$ cat config.mk
export PLATFORM = sky130hd
export DESIGN_NAME = mips_pipeline
export DESIGN_NICKNAME = d
export VERILOG_FILES = /design/src/mips_pkg.sv /design/src/instr_decoder.sv /design/src/hazard_unit.sv /design/src/reg_file.sv /design/src/pipeline_datapath.sv /design/src/mips_pipeline.sv
export VERILOG_INCLUDE_DIRS = /design/src
export SDC_FILE = /design/constraint.sdc
export NUM_CORES = 2
export LEC_CHECK = 0
export ABC_AREA = 0
export BUFFER_PORTS_ARGS = -buffer_cell sky130_fd_sc_hd__buf_2
export CAP_MARGIN = 20
export CORE_UTILIZATION = 60
export DETAILED_ROUTE_END_ITERATION = 7
export GPL_TIMING_DRIVEN = 0
export PLACE_DENSITY = 0.77
export SYNTH_ARGS = -nofsm -noshare
export SYNTH_HDL_FRONTEND = slang
export SYNTH_SLANG_ARGS = --single-unit
export TNS_END_PERCENT = 30
$ cat constraint.sdc
create_clock -name clk -period 7.6 [get_ports clk]
set_clock_uncertainty 0.2 [all_clocks]
set_input_delay 1.52 -clock clk [delete_from_list [all_inputs] [get_ports clk]]
set_output_delay 1.52 -clock clk [all_outputs]
set_load 0.05 [all_outputs]
$ cat src/mips_defs.svh
// ISA widths, opcodes and funct codes for the pipelined MIPS core
// included by the package, the RTL and the testbench
`ifndef MIPS_DEFS_SVH
`define MIPS_DEFS_SVH

////////////////////////////////////////////////////////////
// widths
////////////////////////////////////////////////////////////
`define MIPS_XLEN       32              // data and address width
`define MIPS_REG_AW     5               // register index width
`define MIPS_NREGS      32              // architectural registers
`define MIPS_OP_W       6               // opcode and funct field width

////////////////////////////////////////////////////////////
// opcodes, instr[31:26]
////////////////////////////////////////////////////////////
`define MIPS_OP_RTYPE   6'b000000       // alu ops, selected by funct
`define MIPS_OP_LW      6'b100011       // load word
`define MIPS_OP_SW      6'b101011       // store word
`define MIPS_OP_ADDI    6'b001000       // add immediate

////////////////////////////////////////////////////////////
// funct codes, instr[5:0]
////////////////////////////////////////////////////////////
`define MIPS_FN_AND     6'b100100       // bitwise and
`define MIPS_FN_OR      6'b100101       // bitwise or
`define MIPS_FN_ADD     6'b100000       // add
`define MIPS_FN_SUB     6'b100010       // subtract
`define MIPS_FN_SLT     6'b101010       // signed set less than

`endif

$ cat src/mips_pkg.sv
// types shared by the MIPS core: alu op, forward select, control word,
// stage registers and the hazard result
`default_nettype none

`include "mips_defs.svh"

package mips_pkg;

	// alu operation, carried in the control word
	typedef enum logic [2:0] {
		alu_and = 3'd0,                         // also the no-op encoding
		alu_or  = 3'd1,
		alu_add = 3'd2,
		alu_sub = 3'd3,
		alu_slt = 3'd4                          // signed compare
	} alu_op_e;

	// source of an execute operand
	typedef enum logic [1:0] {
		fwd_rf = 2'b00,                         // value read in decode
		fwd_w  = 2'b01,                         // result in writeback
		fwd_m  = 2'b10                          // alu result in memory
	} fwd_sel_e;

	typedef struct packed {
		logic    regwrite;                      // writes a register
		logic    memtoreg;                      // result from dmem (lw)
		logic    memwrite;                      // writes dmem (sw)
		logic    alusrc;                        // operand b is the immediate
		logic    regdst;                        // dest is rd, else rt
		alu_op_e alu_op;
	} ctrl_t;                                   // 8 bits

	typedef struct packed {
		ctrl_t                   ctrl;
		logic [`MIPS_XLEN-1:0]   rd1;           // rs contents
		logic [`MIPS_XLEN-1:0]   rd2;           // rt contents
		logic [`MIPS_REG_AW-1:0] rs;
		logic [`MIPS_REG_AW-1:0] rt;
		logic [`MIPS_REG_AW-1:0] rd;
		logic [`MIPS_XLEN-1:0]   signimm;       // sign extended imm
	} de_reg_t;                                 // 119 bits

	typedef struct packed {
		logic                    regwrite;
		logic                    memtoreg;
		logic                    memwrite;
		logic [`MIPS_XLEN-1:0]   aluout;        // also the dmem address
		logic [`MIPS_XLEN-1:0]   writedata;     // store data
		logic [`MIPS_REG_AW-1:0] writereg;
	} em_reg_t;                                 // 72 bits

	typedef struct packed {
		logic                    regwrite;
		logic                    memtoreg;
		logic [`MIPS_XLEN-1:0]   readdata;      // dmem word
		logic [`MIPS_XLEN-1:0]   aluout;
		logic [`MIPS_REG_AW-1:0] writereg;
	} mw_reg_t;                                 // 71 bits

	typedef struct packed {
		logic     stall;                        // hold pc and decode reg
		logic     flush;                        // bubble into execute
		fwd_sel_e fwd_a;                        // operand a source
		fwd_sel_e fwd_b;                        // operand b / store data source
	} hazard_t;                                 // 6 bits

endpackage

`default_nettype wire

$ cat src/instr_decoder.sv
// decode-stage control: opcode and funct to a control word
// unknown encodings give the all-zero no-op word
`default_nettype none

`include "mips_defs.svh"

module instr_decoder (
	input  wire logic [`MIPS_OP_W-1:0] op,     // instr[31:26] in decode
	input  wire logic [`MIPS_OP_W-1:0] funct,  // instr[5:0] in decode
	output mips_pkg::ctrl_t            ctrl_d  // control word in decode
);

	import mips_pkg::*;

	// main decode and alu decode in one case tree
	always_comb begin
		ctrl_d = '0;                            // no-op unless recognised
		case (op)
			`MIPS_OP_RTYPE: begin
				ctrl_d.regwrite = 1'b1;         // writes rd
				ctrl_d.regdst   = 1'b1;
				case (funct)
					`MIPS_FN_AND: ctrl_d.alu_op = alu_and;
					`MIPS_FN_OR:  ctrl_d.alu_op = alu_or;
					`MIPS_FN_ADD: ctrl_d.alu_op = alu_add;
					`MIPS_FN_SUB: ctrl_d.alu_op = alu_sub;
					`MIPS_FN_SLT: ctrl_d.alu_op = alu_slt;
					default:      ctrl_d = '0;  // bad funct, drop the write
				endcase
			end
			`MIPS_OP_LW: begin
				ctrl_d.regwrite = 1'b1;         // writes rt
				ctrl_d.memtoreg = 1'b1;         // result from dmem
				ctrl_d.alusrc   = 1'b1;         // base + offset
				ctrl_d.alu_op   = alu_add;
			end
			`MIPS_OP_SW: begin
				ctrl_d.memwrite = 1'b1;
				ctrl_d.alusrc   = 1'b1;         // base + offset
				ctrl_d.alu_op   = alu_add;
			end
			`MIPS_OP_ADDI: begin
				ctrl_d.regwrite = 1'b1;         // writes rt
				ctrl_d.alusrc   = 1'b1;
				ctrl_d.alu_op   = alu_add;
			end
			default: ctrl_d = '0;               // undefined opcode
		endcase
	end

endmodule

`default_nettype wire

$ cat src/hazard_unit.sv
// load-use stall, execute flush and execute forward selects
`default_nettype none

`include "mips_defs.svh"

module hazard_unit (
	input  wire logic [`MIPS_REG_AW-1:0] rs_d,       // sources in decode
	input  wire logic [`MIPS_REG_AW-1:0] rt_d,
	input  wire logic [`MIPS_REG_AW-1:0] rs_e,       // sources in execute
	input  wire logic [`MIPS_REG_AW-1:0] rt_e,
	input  wire logic [`MIPS_REG_AW-1:0] writereg_e, // lw dest in execute
	input  wire logic                    memtoreg_e, // lw in execute
	input  wire logic [`MIPS_REG_AW-1:0] writereg_m,
	input  wire logic                    regwrite_m,
	input  wire logic [`MIPS_REG_AW-1:0] writereg_w,
	input  wire logic                    regwrite_w,
	output mips_pkg::hazard_t            haz
);

	import mips_pkg::*;

	logic lw_stall;                             // load-use in decode vs execute

	// memory beats writeback, register 0 never forwards
	function automatic fwd_sel_e fwd_pick(
		input logic [`MIPS_REG_AW-1:0] src,
		input logic [`MIPS_REG_AW-1:0] wr_m,
		input logic                    we_m,
		input logic [`MIPS_REG_AW-1:0] wr_w,
		input logic                    we_w
	);
		if (src != '0 && we_m && src == wr_m)
			return fwd_m;
		if (src != '0 && we_w && src == wr_w)
			return fwd_w;
		return fwd_rf;
	endfunction

	assign lw_stall = memtoreg_e && (writereg_e != '0) &&
		(writereg_e == rs_d || writereg_e == rt_d);  // load data not ready yet

	always_comb begin
		haz.stall = lw_stall;                   // pc and decode reg hold
		haz.flush = lw_stall;                   // execute gets a bubble
		haz.fwd_a = fwd_pick(rs_e, writereg_m, regwrite_m, writereg_w, regwrite_w);
		haz.fwd_b = fwd_pick(rt_e, writereg_m, regwrite_m, writereg_w, regwrite_w);
	end

endmodule

`default_nettype wire

$ cat src/reg_file.sv
// 32 x 32 register file, r0 reads zero, same-cycle write bypassed to reads
`default_nettype none

`include "mips_defs.svh"

module reg_file (
	input  wire logic                    clk,
	input  wire logic                    rst,
	input  wire logic                    we,  // write enable from writeback
	input  wire logic [`MIPS_REG_AW-1:0] ra1, // rs
	input  wire logic [`MIPS_REG_AW-1:0] ra2, // rt
	input  wire logic [`MIPS_REG_AW-1:0] wa,
	input  wire logic [`MIPS_XLEN-1:0]   wd,
	output logic      [`MIPS_XLEN-1:0]   rd1,
	output logic      [`MIPS_XLEN-1:0]   rd2
);

	logic [`MIPS_XLEN-1:0] regs [`MIPS_NREGS];
	logic                  wr_ok;             // write to a real register

	assign wr_ok = we && (wa != '0);          // r0 stays zero

	always_ff @(posedge clk) begin
		if (rst) begin
			for (int i = 0; i < `MIPS_NREGS; i++)
				regs[i] <= '0;
		end else if (wr_ok) begin
			regs[wa] <= wd;
		end
	end

	assign rd1 = (wr_ok && wa == ra1) ? wd : regs[ra1];  // write before read
	assign rd2 = (wr_ok && wa == ra2) ? wd : regs[ra2];

endmodule

`default_nettype wire

$ cat src/pipeline_datapath.sv
// five-stage datapath: pc, stage registers, forwarding, alu, write-back
// control comes from instr_decoder, stall/flush/forwarding from hazard_unit
`default_nettype none

`include "mips_defs.svh"

module pipeline_datapath (
	input  wire logic                    clk,
	input  wire logic                    rst,
	input  wire logic [`MIPS_XLEN-1:0]   instr_f,    // imem word at pc_f
	input  wire logic [`MIPS_XLEN-1:0]   readdata_m, // dmem word at aluout_m
	input  mips_pkg::ctrl_t              ctrl_d,
	input  mips_pkg::hazard_t            haz,
	output logic      [`MIPS_OP_W-1:0]   op_d,
	output logic      [`MIPS_OP_W-1:0]   funct_d,
	output logic      [`MIPS_REG_AW-1:0] rs_d,
	output logic      [`MIPS_REG_AW-1:0] rt_d,
	output logic      [`MIPS_REG_AW-1:0] rs_e,
	output logic      [`MIPS_REG_AW-1:0] rt_e,
	output logic      [`MIPS_REG_AW-1:0] writereg_e,
	output logic                         memtoreg_e,
	output logic      [`MIPS_REG_AW-1:0] writereg_m,
	output logic                         regwrite_m,
	output logic      [`MIPS_REG_AW-1:0] writereg_w,
	output logic                         regwrite_w,
	output logic      [`MIPS_XLEN-1:0]   pc_f,
	output logic                         memwrite_m,
	output logic      [`MIPS_XLEN-1:0]   aluout_m,
	output logic      [`MIPS_XLEN-1:0]   writedata_m,
	output logic      [`MIPS_XLEN-1:0]   result_w
);

	import mips_pkg::*;

	logic [`MIPS_XLEN-1:0] instr_d;             // decode register
	logic [`MIPS_XLEN-1:0] rd1_d, rd2_d;        // register file reads
	logic [`MIPS_XLEN-1:0] signimm_d;
	logic [`MIPS_XLEN-1:0] srca_e, srcb_e;      // alu operands
	logic [`MIPS_XLEN-1:0] writedata_e;         // forwarded rt, store data
	logic [`MIPS_XLEN-1:0] aluout_e;
	de_reg_t               de_d, de_q;
	em_reg_t               em_d, em_q;
	mw_reg_t               mw_d, mw_q;

	// picks the operand from register file, writeback or memory
	function automatic logic [`MIPS_XLEN-1:0] fwd_mux(
		input fwd_sel_e              sel,
		input logic [`MIPS_XLEN-1:0] rf_val,
		input logic [`MIPS_XLEN-1:0] w_val,
		input logic [`MIPS_XLEN-1:0] m_val
	);
		case (sel)
			fwd_m:   return m_val;
			fwd_w:   return w_val;
			default: return rf_val;
		endcase
	endfunction

	////////////////////////////////////////////////////////////
	// fetch and decode
	////////////////////////////////////////////////////////////
	always_ff @(posedge clk) begin
		if (rst) begin
			pc_f    <= '0;
			instr_d <= '0;                      // zero word decodes as no-op
		end else if (!haz.stall) begin          // both hold on load-use
			pc_f    <= pc_f + 4;
			instr_d <= instr_f;
		end
	end

	assign op_d      = instr_d[31:26];
	assign funct_d   = instr_d[5:0];
	assign rs_d      = instr_d[25:21];
	assign rt_d      = instr_d[20:16];
	assign signimm_d = {{16{instr_d[15]}}, instr_d[15:0]};

	reg_file reg_file_inst (
		.clk (clk),
		.rst (rst),
		.we  (mw_q.regwrite),
		.ra1 (rs_d),
		.ra2 (rt_d),
		.wa  (mw_q.writereg),
		.wd  (result_w),
		.rd1 (rd1_d),
		.rd2 (rd2_d)
	);

	assign de_d = '{ctrl: ctrl_d, rd1: rd1_d, rd2: rd2_d, rs: rs_d, rt: rt_d,
		rd: instr_d[15:11], signimm: signimm_d};

	////////////////////////////////////////////////////////////
	// execute
	////////////////////////////////////////////////////////////
	always_ff @(posedge clk) begin
		if (rst || haz.flush)
			de_q <= '0;                         // no-op bubble
		else
			de_q <= de_d;
	end

	assign rs_e        = de_q.rs;
	assign rt_e        = de_q.rt;
	assign memtoreg_e  = de_q.ctrl.memtoreg;
	assign writereg_e  = de_q.ctrl.regdst ? de_q.rd : de_q.rt;
	assign srca_e      = fwd_mux(haz.fwd_a, de_q.rd1, result_w, em_q.aluout);
	assign writedata_e = fwd_mux(haz.fwd_b, de_q.rd2, result_w, em_q.aluout);
	assign srcb_e      = de_q.ctrl.alusrc ? de_q.signimm : writedata_e;

	always_comb begin
		case (de_q.ctrl.alu_op)
			alu_and: aluout_e = srca_e & srcb_e;
			alu_or:  aluout_e = srca_e | srcb_e;
			alu_add: aluout_e = srca_e + srcb_e;
			alu_sub: aluout_e = srca_e - srcb_e;
			alu_slt: aluout_e = ($signed(srca_e) < $signed(srcb_e)) ? 32'd1 : 32'd0;
			default: aluout_e = '0;
		endcase
	end

	assign em_d = '{regwrite: de_q.ctrl.regwrite, memtoreg: de_q.ctrl.memtoreg,
		memwrite: de_q.ctrl.memwrite, aluout: aluout_e, writedata: writedata_e,
		writereg: writereg_e};

	////////////////////////////////////////////////////////////
	// memory and writeback
	////////////////////////////////////////////////////////////
	always_ff @(posedge clk) begin
		if (rst) begin
			em_q <= '0;
			mw_q <= '0;
		end else begin
			em_q <= em_d;
			mw_q <= mw_d;
		end
	end

	assign memwrite_m  = em_q.memwrite;
	assign aluout_m    = em_q.aluout;           // dmem address
	assign writedata_m = em_q.writedata;
	assign writereg_m  = em_q.writereg;
	assign regwrite_m  = em_q.regwrite;

	assign mw_d = '{regwrite: em_q.regwrite, memtoreg: em_q.memtoreg,
		readdata: readdata_m, aluout: em_q.aluout, writereg: em_q.writereg};

	assign writereg_w = mw_q.writereg;
	assign regwrite_w = mw_q.regwrite;
	assign result_w   = mw_q.memtoreg ? mw_q.readdata : mw_q.aluout;  // lw or alu

endmodule

`default_nettype wire

$ cat src/mips_pipeline.sv
// top of the pipelined MIPS core, imem and dmem sit outside
// instr_f and readdata_m must answer within the same cycle
`default_nettype none

`include "mips_defs.svh"

module mips_pipeline (
	input  wire logic                  clk,
	input  wire logic                  rst,
	input  wire logic [`MIPS_XLEN-1:0] instr_f,     // word at pc_f
	input  wire logic [`MIPS_XLEN-1:0] readdata_m,  // word at aluout_m
	output logic      [`MIPS_XLEN-1:0] pc_f,
	output logic                       memwrite_m,  // sw in memory stage
	output logic      [`MIPS_XLEN-1:0] aluout_m,    // dmem address
	output logic      [`MIPS_XLEN-1:0] writedata_m, // store data
	output logic      [`MIPS_XLEN-1:0] result_w     // write-back value
);

	import mips_pkg::*;

	ctrl_t                   ctrl_d;            // decoder to datapath
	hazard_t                 haz;               // hazard unit to datapath
	logic [`MIPS_OP_W-1:0]   op_d, funct_d;
	logic [`MIPS_REG_AW-1:0] rs_d, rt_d, rs_e, rt_e;
	logic [`MIPS_REG_AW-1:0] writereg_e, writereg_m, writereg_w;
	logic                    memtoreg_e, regwrite_m, regwrite_w;

	instr_decoder instr_decoder_inst (
		.op     (op_d),
		.funct  (funct_d),
		.ctrl_d (ctrl_d)
	);

	hazard_unit hazard_unit_inst (
		.rs_d       (rs_d),
		.rt_d       (rt_d),
		.rs_e       (rs_e),
		.rt_e       (rt_e),
		.writereg_e (writereg_e),
		.memtoreg_e (memtoreg_e),
		.writereg_m (writereg_m),
		.regwrite_m (regwrite_m),
		.writereg_w (writereg_w),
		.regwrite_w (regwrite_w),
		.haz        (haz)
	);

	pipeline_datapath pipeline_datapath_inst (
		.clk         (clk),
		.rst         (rst),
		.instr_f     (instr_f),
		.readdata_m  (readdata_m),
		.ctrl_d      (ctrl_d),
		.haz         (haz),
		.op_d        (op_d),
		.funct_d     (funct_d),
		.rs_d        (rs_d),
		.rt_d        (rt_d),
		.rs_e        (rs_e),
		.rt_e        (rt_e),
		.writereg_e  (writereg_e),
		.memtoreg_e  (memtoreg_e),
		.writereg_m  (writereg_m),
		.regwrite_m  (regwrite_m),
		.writereg_w  (writereg_w),
		.regwrite_w  (regwrite_w),
		.pc_f        (pc_f),
		.memwrite_m  (memwrite_m),
		.aluout_m    (aluout_m),
		.writedata_m (writedata_m),
		.result_w    (result_w)
	);

endmodule

`default_nettype wire

* Word level (Yosys, flattened, before mapping)
Memories as Yosys holds them, arrays and structs flattened. A register that Yosys moved wholly into a read port is not among the register bits.
Cells that the tools add are included.
** Cells by class
- $add $sub $neg :: 3
- Reduce and logical (&&, ||, !) cells :: 24
- Shifts and indexed selects :: 0
- Divide/modulo/power cells :: 0
- Bitwise operators :: 3
- Mux-type cells :: 36
- Eq/ne operators :: 22
- Multipliers :: 0
- Magnitude comparators :: 1
** Operators by type and width (count)
- $pmux 32 s5 :: 1
- $pmux 32 s2 :: 2
- $mux 32 :: 3
- $eq 6x6->1 const B :: 7
- $add 32x3->32 const B :: 1
- $add 32x32->32 :: 1
- $and 32x32->32 :: 1
- $lt 32x32->1 :: 1
- $or 32x32->32 :: 1
- $reduce_or 32->1 :: 1
- $sub 32x32->32 :: 1
- $eq 5x5->1 :: 6
- $reduce_bool 5->1 :: 4
- $mux 2 :: 8
- $mux 5 :: 3
- $mux 1 :: 13
- $pmux 3 s4 :: 1
- $logic_and 1x1->1 :: 11
- $pmux 1 s2 :: 4
- $eq 3x2->1 const B :: 2
- $eq 6x4->1 const B :: 1
- $logic_not 6->1 :: 1
- $pmux 3 s2 :: 1
- $reduce_or 5->1 :: 1
- other kinds (9) :: 13
** Word-level totals
- Bits of input ports :: 66
- Memories kept :: 1
- ROM bits :: 0
- Output and inout port bits :: 129
- Bits in writable memories :: 1024
- Register bits :: 246
- Latch bits :: 0
** Memory list
- pipeline_datapath_inst.reg_file_inst.regs :: depth 32, bits a word 32, read ports 2, clocked after Yosys merged registers in 2, write ports 32, line reg_file.sv:18 : logic [`MIPS_XLEN-1:0] regs [`MIPS_NREGS];

* Logic depth before layout (Yosys ltp)
- Depth in word-level cells :: 13
- Depth in mapped cells :: 23
- Gate-level depth less buffers :: 21

* Hierarchy
A second synthesis with hierarchy kept.
** Unflattened totals
- Cell total of the unflattened synthesis :: 5474
- Area, all modules :: 71240.8 µm²
** By module, submodules not included
- reg_file :: area each 54461.0 µm², cells an instance 3494, sequential area each 30749.5 µm², instances 1
- pipeline_datapath :: area each 16143.0 µm², cells an instance 1900, sequential area each 6065.8 µm², instances 1
- hazard_unit :: area each 442.9 µm², cells an instance 53, sequential area each 0.0 µm², instances 1
- instr_decoder :: area each 193.9 µm², cells an instance 27, sequential area each 0.0 µm², instances 1

* Worst setup path before layout
No wires, ideal clock.
- Kind :: register to register
- From :: register pipeline_datapath_inst.mw_q (netlist bit pipeline_datapath_inst.writereg_w[1])
- To :: register pipeline_datapath_inst.em_q (netlist bit pipeline_datapath_inst.aluout_m[28])
- Data arrival time :: 4379 ps
- Path buffers :: 2
- Setup slack :: 2934 ps
- Required time :: 7313 ps
- Clock period less this slack :: 4666 ps
- Cell stages (with the launch flop) :: 21
- Path through :: dfxtp_1 > clkbuf_1 > xnor2_1 > nand4_1 > nor4_2 > clkbuf_1 > nand2_1 > o21ai_0 > o21ai_0 > mux2i_1 > inv_1 > fa_1 > or2_2 > a221oi_1 > o2111ai_1 > a21boi_1 > o21ai_2 > o21bai_4 > nand3_1 > or4_1 > o31ai_1
** On the way
- Longest elaborated chain between the ends :: 11
- Elaborated cells between the ends (all ways) :: 26
** Ends and longest elaborated chain
- from (decl) :: line pipeline_datapath.sv:43 : mw_reg_t mw_d, mw_q;
- from (signal assigned) :: line pipeline_datapath.sv:135 : mw_q <= mw_d;
- $eq 5x5->1 :: line hazard_unit.sv:34 : if (src != '0 && we_w && src == wr_w)
- $logic_and 1x1->1 :: line hazard_unit.sv:34
- $mux 1 (2 in a row) :: line hazard_unit.sv:34
- $mux 2 :: line hazard_unit.sv:36 : return fwd_rf;
- $mux 2 :: line hazard_unit.sv:34
- $eq 2x1->1 or $eq 2x2->1 (tied branches) :: line pipeline_datapath.sv:52 : case (sel)
- $pmux 32 s2 :: line pipeline_datapath.sv:52
- $mux 32 :: line pipeline_datapath.sv:109 : assign srcb_e = de_q.ctrl.alusrc ? de_q.signimm : writedata_e;
- $sub 32x32->32 (tied with other cells) :: line pipeline_datapath.sv:116 : alu_sub: aluout_e = srca_e - srcb_e;
- $pmux 32 s5 * :: line pipeline_datapath.sv:112 : case (de_q.ctrl.alu_op)
- to (signal assigned) :: line pipeline_datapath.sv:134 : em_q <= em_d;
- to (decl) :: line pipeline_datapath.sv:42 : em_reg_t em_d, em_q;
Mark *: on every way between the ends. The rest lies on a longest branch, timed or not. The select of a mux whose other input is x is not followed.
A chain may end at the register's enable or synchronous reset.

* Final worst setup path
- From :: register pipeline_datapath_inst.mw_q (netlist bit pipeline_datapath_inst.writereg_w[3])
- To :: register pipeline_datapath_inst.em_q (netlist bit pipeline_datapath_inst.aluout_m[30])
Same word-level chain as after synthesis.

==> results.sh <==
export IMPL_cp_max_fo=10
export IMPL_drt_iter0_drc=9333
export IMPL_antenna_found_initial=8
export IMPL_post_drt_wl_per_cell_um=33.8
export IMPL_synthArstFlopShare_pct=0
export IMPL_fin_nets=5876
export IMPL_ir_drop_mv=0.230
export IMPL_seq_power_share_pct=47.0
export IMPL_finalHoldViolations=0
export IMPL_cap_violations=0
export IMPL_r2r_slack_ns=0.56
export IMPL_clk_latency_ns=0.79
export IMPL_crit_required_ns=8.09
export IMPL_hold_buffers=0
export IMPL_internal_power_uw=12800
export IMPL_clkSinkCount=1327
export IMPL_crit_family="compound AO/OA/AOI/OAI gates"
export IMPL_worstReg2RegEnd="pipeline_datapath_inst.aluout_m[30]$_SDFF_PP0_"
export IMPL_setup_viol=0
export IMPL_core_mm2=0.113
export IMPL_outcome="finished, violations left"
export IMPL_ys_types=84
export IMPL_p_clk_share_pct=38.4
export IMPL_crit_top_cell="a21oi_1"
export IMPL_dp_hpwl_mm=182
export IMPL_path_clk_slew_ns=0.06
export IMPL_place_gp_congestion=1.01
export IMPL_hold_class="reg -> reg"
export IMPL_path_class="reg -> reg"
export IMPL_grt_pass1_wl_mm=351
export IMPL_combinationalPowerShare_pct=14.6
export IMPL_grt_overflow_total=0
export IMPL_drive_above_1_share_pct=22.7
export IMPL_htree_levels=4
export IMPL_ys_seq_area_share_pct=53.7
export IMPL_period_needed_ns=7.04
export IMPL_slowest_delay_ns=0.62
export IMPL_die_w_um=340
export IMPL_p_per_area_mw_per_mm2=228
export IMPL_path_cells="buf_1 -> xor2_1 -> nor4_1 -> and3_1 -> clkbuf_1 -> clkbuf_1 -> nand2_1 -> o21ai_0 -> o21a_1 -> inv_1 -> ha_1 -> fa_1 -> a21oi_1 -> o211ai_1 -> a31oi_1 -> o31ai_2 -> a31oi_1 -> o31ai_1 -> a21oi_1 -> xnor2_1 -> a21oi_1 -> a211oi_1"
export IMPL_ff2ff_path_depth=22
export IMPL_min_path_cells=1
export IMPL_grt_max_degree=33
export IMPL_slew_headroom_pct=8.76
export IMPL_ys_flop_type="edfxtp_1"
export IMPL_cts_tree="yes"
export IMPL_use_met1_pct=55.1
export IMPL_num_vias=52200
export IMPL_rows=123
export IMPL_tightest_slew_ns=1.37
export IMPL_setup_tns_ns=0
export IMPL_cts_buffer_depth=3
export IMPL_finalWirelength_mm=248
export IMPL_end_kind="flip-flop"
export IMPL_fmax_ghz=0.142
export IMPL_hold_end="pipeline_datapath_inst.mw_q[69]$_SDFF_PP0_"
export IMPL_rsz0062_at_grt="no"
export IMPL_area_growth_pct=12.5
export IMPL_grt_usage_pct=42.9
export IMPL_final_cell_mix="1167 x nor2_1, 1024 x edfxtp_1, 640 x mux4_2, 421 x clkbuf_1, 303 x dfxtp_1"
export IMPL_detail_route_antenna_nets=0
export IMPL_worst_path_buf_inv=4
export IMPL_routed_via_density=7.13
export IMPL_fillers=7850
export IMPL_postCtsSetupBuffers=0
export IMPL_start_util_pct=60.7
export IMPL_die_area_mm2=0.116
export IMPL_synth_seq_cells=1327
export IMPL_synthCells=5274
export IMPL_violations="DRC"
export IMPL_synth_area_mm2=0.0685
export IMPL_ys_warn_count=0
export IMPL_synth_avg_cell_area_um2=13.0
export IMPL_grt_pass1_vias=51100
export IMPL_portBuffers=192
export IMPL_grt_util_met3_pct=13.3
export IMPL_dpl_cell_area_mm2=0.0724
export IMPL_finalMaxSlewViolations=0
export IMPL_min_from="pipeline_datapath_inst.em_q[70]$_SDFF_PP0_"
export IMPL_ctsRootBufferMaster="clkbuf_16"
export IMPL_layout_commonest_cell="nor2_1"
export IMPL_drc=80
export IMPL_fin_crit_sh_pct=92.7
export IMPL_dr_pass1_iters=8
export IMPL_leakage_uw=0.0263
export IMPL_cts_resized=0
export IMPL_ioPinCount=195
export IMPL_synth_edff_count=1024
export IMPL_cts_buffers=140
export IMPL_p_sw_share_pct=26.9
export IMPL_grt_use_met2_pct=63.1
export IMPL_slowest_stage="a31oi_1"
export IMPL_arrival_ns=7.53
export IMPL_switchingPower_uw=4720
export IMPL_top_usage_layer="met2"
export IMPL_cp_start_kind="flip-flop"
export IMPL_reg2reg_from="pipeline_datapath_inst.writereg_w[3]$_SDFF_PP0_"
export IMPL_die_y_um=340
export IMPL_final_area_mm2=0.0771
-- power groups by stage --
stage          sequential, µW  combinational [µW]  clock (µW)
3_3_place_gp             8360                2350           0
6_report                 8240                2560        6740
5_1_grt                  8260                2630        6940
3_5_place_dp             8380                2430           0
4_1_cts                  8230                2450        6680
2_1_floorplan            8310                1610           0
-- per-layer routing --
metal | share of wire (%) | vias to the layer above
met5 | 0.072 | -
met4 | 8.3 | 8
met3 | 15 | 1233
met2 | 44 | 5270
met1 | 33 | 25400
li1 | - | 20300
-- through the flow --
stage               instances  setup WS [ns]  hold WS, ns  total power, µW  utilization, %
floorplan                5307           2.93        0.214             9930               -
global placement         6999          0.938        0.217            10700            63.4
detailed placement       7042          0.949        0.233            10800            64.2
CTS                      7298          0.923        0.243            17400            68.1
global route             7326          0.368        0.265            17800            68.3
finish                   7330          0.557        0.236            17500            68.3
-- state kept, by name, summed over array words and instances (netlist names), 5 cells and up --
register,cells
pipeline_datapath_inst.writedata_m,32
pipeline_datapath_inst.writereg_w,5
pipeline_datapath_inst.aluout_m,32
pipeline_datapath_inst.instr_d,32
pipeline_datapath_inst.de_q,87
pipeline_datapath_inst.rt_e,5
pipeline_datapath_inst.pc_f,30
pipeline_datapath_inst.mw_q,65
pipeline_datapath_inst.writereg_m,5
pipeline_datapath_inst.rs_e,5
pipeline_datapath_inst.reg_file_inst.regs,1024
-- worst max path at each step --
| stage | start | to | slack, ns | cells after the start |
|---|---|---|---|---|
| after CTS | pipeline_datapath_inst.writereg_w[3]$_SDFF_PP0_ | pipeline_datapath_inst.aluout_m[30]$_SDFF_PP0_ | 0.92 | 22 |
| after global routing | pipeline_datapath_inst.writereg_w[3]$_SDFF_PP0_ | pipeline_datapath_inst.aluout_m[30]$_SDFF_PP0_ | 0.37 | 22 |
| final | pipeline_datapath_inst.writereg_w[3]$_SDFF_PP0_ | pipeline_datapath_inst.aluout_m[30]$_SDFF_PP0_ | 0.56 | 22 |
| after global placement | pipeline_datapath_inst.writereg_w[3]$_SDFF_PP0_ | pipeline_datapath_inst.aluout_m[30]$_SDFF_PP0_ | 0.94 | 22 |
| after floorplan | pipeline_datapath_inst.writereg_w[1]$_SDFF_PP0_ | pipeline_datapath_inst.aluout_m[28]$_SDFF_PP0_ | 2.93 | 20 |
| after detailed placement | pipeline_datapath_inst.writereg_w[3]$_SDFF_PP0_ | pipeline_datapath_inst.aluout_m[30]$_SDFF_PP0_ | 0.95 | 22 |
-- cell families (layout without fill, tap and decap cells) --
kind of cell               after synthesis  in the layout  synth area share [%]
AOI/OAI and AO/OA                      547            547                  5.24
xor gates and xnor gates                89             89                  1.14
muxes                                  737            737                  22.5
DFF                                   1327           1327                  53.7
buffers and inverters                  691           1208                  4.41
adders and majority gates              100            100                  1.85
and+or+nand+nor                       1782           1782                  11.2
other                                    1             40               0.00547
-- area by class of cell --
type	instances	area (µm²)	area share [%]
antenna	6	15.0	0.0195
buffer	552	2500	3.24
clock buffer	192	3890	5.05
clock inverter	64	477	0.618
inverter	139	522	0.677
multi-input combinational	3289	28900	37.5
sequential	1327	36800	47.8
tap	1500	1880	2.43
timing repair buffer	261	2100	2.72
-- Yosys cell counts (39+ instances only) --
cell type | instances | area (µm²)
inv_1 | 138 | 518
nor2_1 | 1167 | 4380
buf_4 | 72 | 541
ha_1 | 98 | 1230
nor2b_1 | 175 | 1090
a21oi_1 | 89 | 445
o21ai_0 | 159 | 796
a211oi_1 | 134 | 1010
nand2_1 | 227 | 852
xnor2_1 | 49 | 429
mux2i_1 | 82 | 821
dfxtp_1 | 303 | 6070
clkbuf_1 | 386 | 1450
nor3_1 | 39 | 195
xor2_1 | 40 | 350
mux4_2 | 640 | 14400
buf_2 | 64 | 320
edfxtp_1 | 1024 | 30700
nand2b_1 | 40 | 250
No activity file was read; power rests on OpenSTA's default activity.
